<file path="src/hps_cfg_pkg.sv">
////////////////////////////////////////
// Host side definitions
// Host word, command opcodes, timing frame layout
// LED and scaling register types
////////////////////////////////////////
`default_nettype none

package hps_cfg_pkg;

	localparam int HOST_W = 16;
	localparam int SET_W  = 12;

	// Timing frame layout, only width and height are kept
	localparam int TIM_WORDS = 8;
	localparam int TIM_W_IDX = 0;
	localparam int TIM_H_IDX = 4;

	typedef logic [HOST_W-1:0] host_word_t;

	// First word of a frame, low byte
	typedef enum logic [7:0] {
		OP_TIMING = 8'h20,
		OP_LED    = 8'h25,
		OP_VSET   = 8'h27,
		OP_HSET   = 8'h37
	} hps_op_e;

	typedef struct packed {
		logic [7:0] override;
		logic [7:0] state;
	} led_cfg_t;

	typedef struct packed {
		logic             free_scale;
		logic [SET_W-1:0] hset;
		logic [SET_W-1:0] vset;
	} scale_cfg_t;

endpackage

`default_nettype wire

</file>
<file path="src/video_pkg.sv">
////////////////////////////////////////
// Video side definitions
// Dimension type, default resolution, window structs
////////////////////////////////////////
`default_nettype none

package video_pkg;

	localparam int DIM_W      = 12;
	localparam int SYNC_CNT_W = 16;

	typedef logic [DIM_W-1:0] dim_t;

	// 1080p until the host says otherwise
	localparam dim_t DEF_WIDTH  = 12'd1920;
	localparam dim_t DEF_HEIGHT = 12'd1080;

	typedef struct packed {dim_t width; dim_t height;} video_size_t;
	typedef struct packed {dim_t arx; dim_t ary;} aspect_t;
	typedef struct packed {dim_t hmin; dim_t hmax; dim_t vmin; dim_t vmax;} window_t;

endpackage

`default_nettype wire

</file>
<file path="src/ar_muldiv.sv">
////////////////////////////////////////
// Serial unsigned multiply then divide
// result = mul1 * mul2 / div, low bits
////////////////////////////////////////
`timescale 1ns/1ps
`default_nettype none

module ar_muldiv
	import video_pkg::*;
(
	input  logic clk_sys,
	input  logic resetd,
	input  logic i_start,
	input  dim_t i_mul1,
	input  dim_t i_mul2,
	input  dim_t i_div,
	output logic o_busy,
	output dim_t o_result
);

	typedef enum logic [1:0] {MD_IDLE, MD_MUL, MD_DIV} md_state_e;

	md_state_e          state;
	logic [3:0]         step;
	logic [2*DIM_W-1:0] acc;
	logic [2*DIM_W-1:0] mcand;
	dim_t               mplier;
	dim_t               div_q;
	dim_t               rem;

	logic [DIM_W:0] t1, r1, t2, r2;
	logic           q1, q2;

	// Two restoring steps per clock, dividend shifted out of acc MSB first
	assign t1 = {rem, acc[2*DIM_W-1]};
	assign q1 = t1 >= {1'b0, div_q};
	assign r1 = q1 ? t1 - {1'b0, div_q} : t1;
	assign t2 = {r1[DIM_W-1:0], acc[2*DIM_W-2]};
	assign q2 = t2 >= {1'b0, div_q};
	assign r2 = q2 ? t2 - {1'b0, div_q} : t2;

	assign o_busy   = state != MD_IDLE;
	assign o_result = acc[DIM_W-1:0];

	always_ff @(posedge clk_sys) begin
		if (resetd) begin
			state <= MD_IDLE;
			step  <= '0;
		end else begin
			case (state)
				MD_IDLE: if (i_start) begin
					state <= MD_MUL;
					step  <= 4'(DIM_W - 1);
				end
				MD_MUL: begin
					step <= step - 4'd1;
					if (step == '0) begin
						state <= MD_DIV;
						// Whole product as dividend, two bits per clock
						step  <= 4'(DIM_W - 1);
					end
				end
				MD_DIV: begin
					step <= step - 4'd1;
					if (step == '0)
						state <= MD_IDLE;
				end
				default: state <= MD_IDLE;
			endcase
		end
	end

	always_ff @(posedge clk_sys) begin
		case (state)
			MD_IDLE: if (i_start) begin
				acc    <= '0;
				mcand  <= {{DIM_W{1'b0}}, i_mul1};
				mplier <= i_mul2;
				div_q  <= i_div;
				rem    <= '0;
			end
			// Shift and add, one multiplier bit per clock
			MD_MUL: begin
				if (mplier[0])
					acc <= acc + mcand;
				mcand  <= mcand << 1;
				mplier <= mplier >> 1;
			end
			// Quotient bits enter at the bottom as the dividend leaves the top
			MD_DIV: begin
				acc <= {acc[2*DIM_W-3:0], q1, q2};
				rem <= r2[DIM_W-1:0];
			end
			default: begin
			end
		endcase
	end

endmodule

`default_nettype wire

</file>
<file path="src/hps_cmd_rx.sv">
////////////////////////////////////////
// Host link receiver
// Four-phase req/ack, one strobe per word
////////////////////////////////////////
`timescale 1ns/1ps
`default_nettype none

module hps_cmd_rx
	import hps_cfg_pkg::*;
(
	input  logic       clk_sys,
	input  logic       resetd,
	input  logic       i_io_sel,
	input  logic       i_io_req,
	input  host_word_t i_io_data,
	output logic       o_io_ack,
	output logic       o_word_stb,
	output logic       o_word_first,
	output host_word_t o_word
);

	logic in_frame;
	logic take;

	// New word when req is up and not yet answered
	assign take = i_io_req && !o_io_ack;

	always_ff @(posedge clk_sys) begin
		if (resetd) begin
			o_io_ack     <= 1'b0;
			o_word_stb   <= 1'b0;
			o_word_first <= 1'b0;
			in_frame     <= 1'b0;
		end else begin
			o_word_stb <= 1'b0;
			if (take) begin
				o_io_ack     <= 1'b1;
				o_word_stb   <= i_io_sel;
				o_word_first <= !in_frame;
				in_frame     <= 1'b1;
			end else if (!i_io_req) begin
				o_io_ack <= 1'b0;
			end
			// Deselect closes the frame
			if (!i_io_sel)
				in_frame <= 1'b0;
		end
	end

	always_ff @(posedge clk_sys) begin
		if (take)
			o_word <= i_io_data;
	end

endmodule

`default_nettype wire

</file>
<file path="src/sync_polarity.sv">
////////////////////////////////////////
// Sync polarity normaliser
// High and low run lengths pick the polarity
////////////////////////////////////////
`timescale 1ns/1ps
`default_nettype none

module sync_polarity
	import video_pkg::*;
(
	input  logic clk_sys,
	input  logic resetd,
	input  logic i_sync,
	output logic o_sync
);

	logic                  sync_d;
	logic                  pol;
	logic [SYNC_CNT_W-1:0] run_cnt;
	logic [SYNC_CNT_W-1:0] high_len;
	logic [SYNC_CNT_W-1:0] low_len;

	// Longer high run means the pulse is active low
	assign o_sync = i_sync ^ pol;

	always_ff @(posedge clk_sys) begin
		if (resetd) begin
			sync_d   <= 1'b0;
			pol      <= 1'b0;
			run_cnt  <= '0;
			high_len <= '0;
			low_len  <= '0;
		end else begin
			sync_d <= i_sync;
			if (sync_d != i_sync) begin
				run_cnt <= '0;
				if (i_sync) begin
					low_len <= run_cnt;
					pol     <= high_len > run_cnt;
				end else begin
					high_len <= run_cnt;
					pol      <= run_cnt > low_len;
				end
			end else if (run_cnt != '1) begin
				run_cnt <= run_cnt + 1'b1;
			end
		end
	end

endmodule

`default_nettype wire

</file>
<file path="src/sys_cfg_regs.sv">
////////////////////////////////////////
// Command decoder
// Opcode latch, parameter word count
// Timing size, LED and scaling registers
////////////////////////////////////////
`timescale 1ns/1ps
`default_nettype none

module sys_cfg_regs
	import hps_cfg_pkg::*, video_pkg::*;
(
	input  logic        clk_sys,
	input  logic        resetd,
	input  logic        i_word_stb,
	input  logic        i_word_first,
	input  host_word_t  i_word,
	output led_cfg_t    o_led,
	output video_size_t o_size,
	output scale_cfg_t  o_scale
);

	hps_op_e    op;
	logic       cmd_vld;
	logic [3:0] word_cnt;

	always_ff @(posedge clk_sys) begin
		if (resetd) begin
			op       <= OP_TIMING;
			cmd_vld  <= 1'b0;
			word_cnt <= '0;
			o_led    <= '0;
			o_size   <= '{width: DEF_WIDTH, height: DEF_HEIGHT};
			o_scale  <= '0;
		end else if (i_word_stb) begin
			if (i_word_first) begin
				// Opcode word starts a new parameter count
				op       <= hps_op_e'(i_word[7:0]);
				cmd_vld  <= 1'b1;
				word_cnt <= '0;
			end else if (cmd_vld) begin
				if (word_cnt != 4'(TIM_WORDS))
					word_cnt <= word_cnt + 4'd1;

				case (op)
					// Porch and sync words pass through unused
					OP_TIMING: begin
						if (word_cnt == 4'(TIM_W_IDX))
							o_size.width <= i_word[DIM_W-1:0];
						else if (word_cnt == 4'(TIM_H_IDX))
							o_size.height <= i_word[DIM_W-1:0];
					end

					OP_LED: begin
						o_led <= led_cfg_t'(i_word);
					end

					OP_VSET: begin
						o_scale.vset <= i_word[SET_W-1:0];
					end

					OP_HSET: begin
						o_scale.free_scale <= i_word[HOST_W-1];
						o_scale.hset       <= i_word[SET_W-1:0];
					end

					default: begin
						// Unknown opcode, frame is dropped
					end
				endcase
			end
		end
	end

endmodule

`default_nettype wire

</file>
<file path="src/sys_core_top.sv">
////////////////////////////////////////
// Core top level
// Host receiver, config registers
// Window calculator, sync normalisers
////////////////////////////////////////
`timescale 1ns/1ps
`default_nettype none

module sys_core_top
	import hps_cfg_pkg::*, video_pkg::*;
(
	input  logic       clk_sys,
	input  logic       resetd,
	input  logic       i_io_sel,
	input  logic       i_io_req,
	input  host_word_t i_io_data,
	output logic       o_io_ack,
	input  aspect_t    i_aspect,
	input  logic       i_hs_raw,
	input  logic       i_vs_raw,
	output logic       o_hs,
	output logic       o_vs,
	output logic [7:0] o_led,
	output window_t    o_window
);

	logic        word_stb;
	logic        word_first;
	host_word_t  word;
	led_cfg_t    led;
	video_size_t size;
	scale_cfg_t  scale;

	hps_cmd_rx u_hps_cmd_rx (
		.clk_sys(clk_sys), .resetd(resetd),
		.i_io_sel(i_io_sel), .i_io_req(i_io_req), .i_io_data(i_io_data), .o_io_ack(o_io_ack),
		.o_word_stb(word_stb), .o_word_first(word_first), .o_word(word)
	);

	sys_cfg_regs u_sys_cfg_regs (
		.clk_sys(clk_sys), .resetd(resetd),
		.i_word_stb(word_stb), .i_word_first(word_first), .i_word(word),
		.o_led(led), .o_size(size), .o_scale(scale)
	);

	video_window u_video_window (
		.clk_sys(clk_sys), .resetd(resetd),
		.i_size(size), .i_scale(scale), .i_aspect(i_aspect), .o_window(o_window)
	);

	sync_polarity u_hs_fix (.clk_sys(clk_sys), .resetd(resetd), .i_sync(i_hs_raw), .o_sync(o_hs));
	sync_polarity u_vs_fix (.clk_sys(clk_sys), .resetd(resetd), .i_sync(i_vs_raw), .o_sync(o_vs));

	// No status sources left, bits without override stay dark
	assign o_led = led.override & led.state;

endmodule

`default_nettype wire

</file>
<file path="src/video_window.sv">
////////////////////////////////////////
// Display window calculator
// Aspect scaling FSM, clamp and centring
////////////////////////////////////////
`timescale 1ns/1ps
`default_nettype none

module video_window
	import hps_cfg_pkg::*, video_pkg::*;
(
	input  logic        clk_sys,
	input  logic        resetd,
	input  video_size_t i_size,
	input  scale_cfg_t  i_scale,
	input  aspect_t     i_aspect,
	output window_t     o_window
);

	typedef enum logic [2:0] {
		WS_CHOOSE, WS_W_START, WS_W_WAIT, WS_H_START, WS_H_WAIT, WS_CLAMP, WS_CENTRE
	} win_state_e;

	win_state_e state;
	dim_t       lim_w, lim_h;
	dim_t       wcalc, hcalc;
	dim_t       vid_w, vid_h;
	dim_t       h_off, v_off;
	window_t    win_next;
	logic       md_start, md_busy;
	dim_t       md_mul1, md_mul2, md_div, md_res;

	// Limits only ever shrink the output size
	assign lim_w = (i_scale.hset != '0 && i_scale.hset < i_size.width) ? i_scale.hset : i_size.width;
	assign lim_h = (i_scale.vset != '0 && i_scale.vset < i_size.height) ? i_scale.vset : i_size.height;

	assign h_off         = i_size.width - vid_w;
	assign v_off         = i_size.height - vid_h;
	assign win_next.hmin = h_off >> 1;
	assign win_next.hmax = win_next.hmin + vid_w - dim_t'(1);
	assign win_next.vmin = v_off >> 1;
	assign win_next.vmax = win_next.vmin + vid_h - dim_t'(1);

	ar_muldiv u_ar_muldiv (
		.clk_sys  (clk_sys),
		.resetd   (resetd),
		.i_start  (md_start),
		.i_mul1   (md_mul1),
		.i_mul2   (md_mul2),
		.i_div    (md_div),
		.o_busy   (md_busy),
		.o_result (md_res)
	);

	////////////////////////////////////////
	// Sequencing, loops forever
	always_ff @(posedge clk_sys) begin
		if (resetd) begin
			state    <= WS_CHOOSE;
			md_start <= 1'b0;
			o_window <= '0;
		end else begin
			md_start <= 1'b0;
			case (state)
				WS_CHOOSE: begin
					if (i_scale.free_scale || i_aspect.arx == '0 || i_aspect.ary == '0)
						state <= WS_CLAMP;
					else
						state <= WS_W_START;
				end
				WS_W_START: begin
					md_start <= 1'b1;
					state    <= WS_W_WAIT;
				end
				// Busy shows up one clock after start
				WS_W_WAIT:  if (!md_start && !md_busy) state <= WS_H_START;
				WS_H_START: begin
					md_start <= 1'b1;
					state    <= WS_H_WAIT;
				end
				WS_H_WAIT:  if (!md_start && !md_busy) state <= WS_CLAMP;
				WS_CLAMP:   state <= WS_CENTRE;
				WS_CENTRE: begin
					o_window <= win_next;
					state    <= WS_CHOOSE;
				end
				default:    state <= WS_CHOOSE;
			endcase
		end
	end

	////////////////////////////////////////
	// Datapath
	always_ff @(posedge clk_sys) begin
		case (state)
			WS_CHOOSE: begin
				wcalc <= lim_w;
				hcalc <= lim_h;
			end
			WS_W_START: begin
				md_mul1 <= lim_h;
				md_mul2 <= i_aspect.arx;
				md_div  <= i_aspect.ary;
			end
			WS_W_WAIT: wcalc <= md_res;
			WS_H_START: begin
				md_mul1 <= lim_w;
				md_mul2 <= i_aspect.ary;
				md_div  <= i_aspect.arx;
			end
			WS_H_WAIT: hcalc <= md_res;
			WS_CLAMP: begin
				vid_w <= (wcalc > lim_w) ? lim_w : wcalc;
				vid_h <= (hcalc > lim_h) ? lim_h : hcalc;
			end
			default: begin
			end
		endcase
	end

endmodule

`default_nettype wire
</file>
<file path="config.mk">
export PLATFORM = sky130hd
export DESIGN_NAME = sys_core_top
export DESIGN_NICKNAME = d
export VERILOG_FILES = /design/src/hps_cfg_pkg.sv /design/src/video_pkg.sv /design/src/ar_muldiv.sv /design/src/hps_cmd_rx.sv /design/src/sync_polarity.sv /design/src/sys_cfg_regs.sv /design/src/sys_core_top.sv /design/src/video_window.sv
export SDC_FILE = /design/constraint.sdc
export NUM_CORES = 1
export LEC_CHECK = 0
export BUFFER_PORTS_ARGS = -buffer_cell sky130_fd_sc_hd__buf_4
export CAP_MARGIN = 20
export CORE_ASPECT_RATIO = 1.1
export CORE_MARGIN = 5
export CORE_UTILIZATION = 50
export CTS_CLUSTER_SIZE = 16
export DETAILED_ROUTE_END_ITERATION = 16
export GPL_TIMING_DRIVEN = 0
export PLACE_DENSITY = 0.66
export SKIP_LAST_GASP = 1
export SLEW_MARGIN = 20
export SYNTH_ARGS = -nofsm -noshare
export SYNTH_HDL_FRONTEND = slang
export SYNTH_SLANG_ARGS = --single-unit
</file>
<file path="constraint.sdc">
create_clock -name clk_sys -period 5.9 [get_ports clk_sys]
set_clock_uncertainty 0.2 [all_clocks]
set_input_delay 0 -clock clk_sys [delete_from_list [all_inputs] [get_ports clk_sys]]
set_output_delay 0 -clock clk_sys [all_outputs]
set_load 0.005 [all_outputs]
</file>
==> impl_results.md <==
- Synth Area per Inst: 9.75 um2
- Worst Path Buf+Inv: 2
- Max-cap violations: 0
- Inst Count DP: 3200
- CTS tree: built
- CTS resizes: 0
- DR vias/cell: 5.56
- Later-pin clock latency in the skew report: 0.59 ns
- Post-synthesis sequential area ratio: 43.1%
- Initial antenna violation count: 3
- Nature of the critical path endpoint: register
- Pwr Total: 7520 uW
- CP max-delay cell: o31ai_1
- PnR worst setup slack: 0.441 ns
- Total wire length: 62900 um
- CP Max Fanout: 10
- Critical path data required time: 6.08 ns
- Fin crit period: 5.46 ns
- Yosys top cell by area: edfxtp_1
- Synth warn: 0
- Layout area overhead: 17.1%
- Final Hold Fails: 0
- Htree depth: 2
- # DRC: 0
- Worst-margin pin slew: 0.926 ns
- CP cell instances: inv_1, ha_1, nor2b_1, o31ai_4, a211o_1, nand4b_1, nand2_1, buf_2, mux2i_1, ha_1, nor2b_1, o31a_1, o31ai_1, a31oi_1, o21a_1, o31ai_2, nand2_1, a211oi_1
- FF-to-FF setup slack: 0.44 ns
- Sw frac: 26.2%
- Tightest Hold Check Type: in -> reg
- Area fraction of the dominant cell type after synthesis: 23.1%
- Pin count of the biggest net entering global routing: 25
- Startpoint Class: register
- Vias in the first global route: 18700
- TritonRoute pass-1 iters: 5
- Std cell rows: 84
- Vias: 18700
- Comb power frac: 15.1%
- Post-synth cell types: 84
- Maximum VDD drop: 0.000260 V
- Clk pin slew, worst setup/hold paths: 0.06 ns
- CTS root buffer: clkbuf_16
- Top-count cell post-synth: nor2_1
- Sw Pwr: 1970 uW
- Starting density of the core: 50.3%
- Post-place instance area: 25600 um2
- Ports: 105
- Post-synth top cells: nor2_1, dfxtp_1, ha_1, inv_1, edfxtp_1
- Asr flop ratio synth: 0%
- Clock Sinks: 422
- Post-synthesis register bit count: 422
- Max Root-Sink Buffers: 3
- Worst path arrival time: 5.64 ns
- Ranking of synthesized cells by area: edfxtp_1, dfxtp_1, ha_1
- Setup CP Type: reg -> reg
- Final Cell Area: 28000 um2
- Final Non-Filler Cells: 3365
- Max transition margin: 38.0%
- Post-DP HPWL: 47200 um
- First-pass GRT wire length: 99300 um
- GRT Resource Usage Total: 23.6%
- Register share of total power: 43.8%
- Number of enable flip-flop cells after synthesis: 184
- Port-buffer cells: 102
- Core Region: 47500 um2
- Pre-CTS setup slack: 0.457 ns
- PwrDens: 269 nW/um2
- Fin. max-slew vios: 0
- Leakage: 0.0117 uW
- Initial drt markers: 1195
- Crit path largest cell delay: 0.41 ns
- Setup TNS: 0 ns
- Remaining global-route overflow: 0
- Status: complete, no violations
- Final setup vio count: 0
- Internal power: 5550 uW
- Synth Flop Type: dfxtp_1
- CTS buffer count: 47
- RSZ-0062 raised after global routing: false
- ANT nets after route: 0
- Routability cong.: 0.905
- Die area: 52200 um2
- Proportion of layout cells with a drive suffix above 1: 10.7%
- Crit share post-route: 92.5%
- Mapped Cells: 2448
- Highest Clock Rate: 0.183 GHz
- Die extent in x: 218 um
- CP delay by family, top: compound AO/OA/AOI/OAI gates
- Clock share of power: 41.0%
- Final nets: 2966
- Avg WL per Cell: 18.7 um
- Syn Std Cell Area: 23900 um2
- Die height: 239 um
registers in the layout, summed over array words and instances (netlist names), 16 cells and up:
register,count
u_vs_fix.high_len,16
u_hs_fix.high_len,16
u_vs_fix.low_len,16
u_vs_fix.run_cnt,16
u_sys_cfg_regs.o_scale,25
u_hps_cmd_rx.o_word,16
u_video_window.o_window,46
u_video_window.u_ar_muldiv.mcand,24
u_sys_cfg_regs.o_size,24
u_sys_cfg_regs.o_led,16
u_hs_fix.run_cnt,16
u_video_window.u_ar_muldiv.acc,24
u_hs_fix.low_len,16
placed cells by master, fill, tap and decap left out, drive strengths merged, types with 5 or more instances in the layout:
cell type    netlist  routed
nand2            170     170
buf               26     132
o21a              19      19
clkinv             0      11
or4                6       6
ha               233     233
nor3              40      40
a21o              48      48
o21bai            10      10
fa                 7       7
a22oi              8       8
nor4b              8       8
nand4             40      40
xor2              21      21
and3              12      12
nand2b            15      15
nor2             243     243
mux2i            163     163
dfxtp            238     238
a31oi             21      21
inv              224     227
a211oi            27      27
nor2b             38      38
dlygate4sd3        0      76
o211ai             9       9
nand3             49      49
nor4              17      17
o21ai             94      94
clkbuf            66     128
mux2              59      59
a21oi            167     167
or3                5       5
a211o              5       5
xnor2             71      71
and2              31      31
edfxtp           184     184
bufinv             0       7
or2                8       8
o31ai             17      17
metrics by stage:
step	hold WS [ns]	utilization, %
6_report	0.0289	58.8
5_1_grt	0.0496	58.8
2_1_floorplan	-0.149	-
3_3_place_gp	-0.0222	53.6
4_1_cts	0.0198	58.8
3_5_place_dp	-0.0205	53.8
repair_timing:
| item | in CTS | in global routing |
|---|---|---|
| endpoints found under the setup margin | 0 | 0 |
| endpoints found under the hold margin | 82 | 0 |
| setup buffers | 0 | 0 |
| hold buffers | 76 | 0 |
tightest hold or removal path: stages:
cell and delay, ns:
dlygate4sd3_1 0.53, buf_4 0.13, and3_1 0.14
cells by family (layout without fill, tap and decap cells):
family                   count (synthesis)  after routing  synth area share [%]
multiplexers                           222            222                  9.62
other                                    1              4                0.0157
adder cells (fa/ha/maj)                241            241                  12.8
flip-flops                             422            422                  43.1
buffers and inverters                  316            585                  5.08
AO/OA/AOI/OAI                          460            460                  12.1
XOR/XNOR                                92             92                  3.37
AND/OR/NAND/NOR                        694            694                  13.9
power groups by stage:
stage | sequential [uW] | combinational [uW] | clock [uW]
6_report | 3300 | 1140 | 3090
5_1_grt | 3300 | 1250 | 3260
3_3_place_gp | 3360 | 1030 | 0
4_1_cts | 3290 | 1130 | 3140
2_1_floorplan | 3310 | 802 | 0
3_5_place_dp | 3360 | 1070 | 0
layout make-up:
cell class | count | area [um2]
antenna | 2 | 5.00
buffer | 92 | 374
clock buffer | 62 | 1290
clock inverter | 25 | 332
fill | 4068 | 19600
inverter | 224 | 841
multi-input combinational | 1711 | 12400
sequential | 422 | 10300
tap | 645 | 807
timing repair buffer | 182 | 1600
worst paths after layout:
check	start	end	cells past startpoint
setup / recovery	u_video_window.u_ar_muldiv.div_q[1]	u_video_window.u_ar_muldiv.rem[0]	18
setup reg to reg	u_video_window.u_ar_muldiv.div_q[1]	u_video_window.u_ar_muldiv.rem[0]	18
hold / removal	i_io_sel	u_hps_cmd_rx.o_word_stb	3
hold reg to reg	u_video_window.md_div[11]	u_video_window.u_ar_muldiv.div_q[11]	0
metal layers:
layer	routed length (um)	track usage [%]	vias up
li1	-	-	9131
met1	27700	31.3	8968
met2	30100	40.6	498
met3	3320	2.97	127
met4	1810	7.56	0
met5	0	0	-
Note: power is estimated with default switching activity, not from simulation.
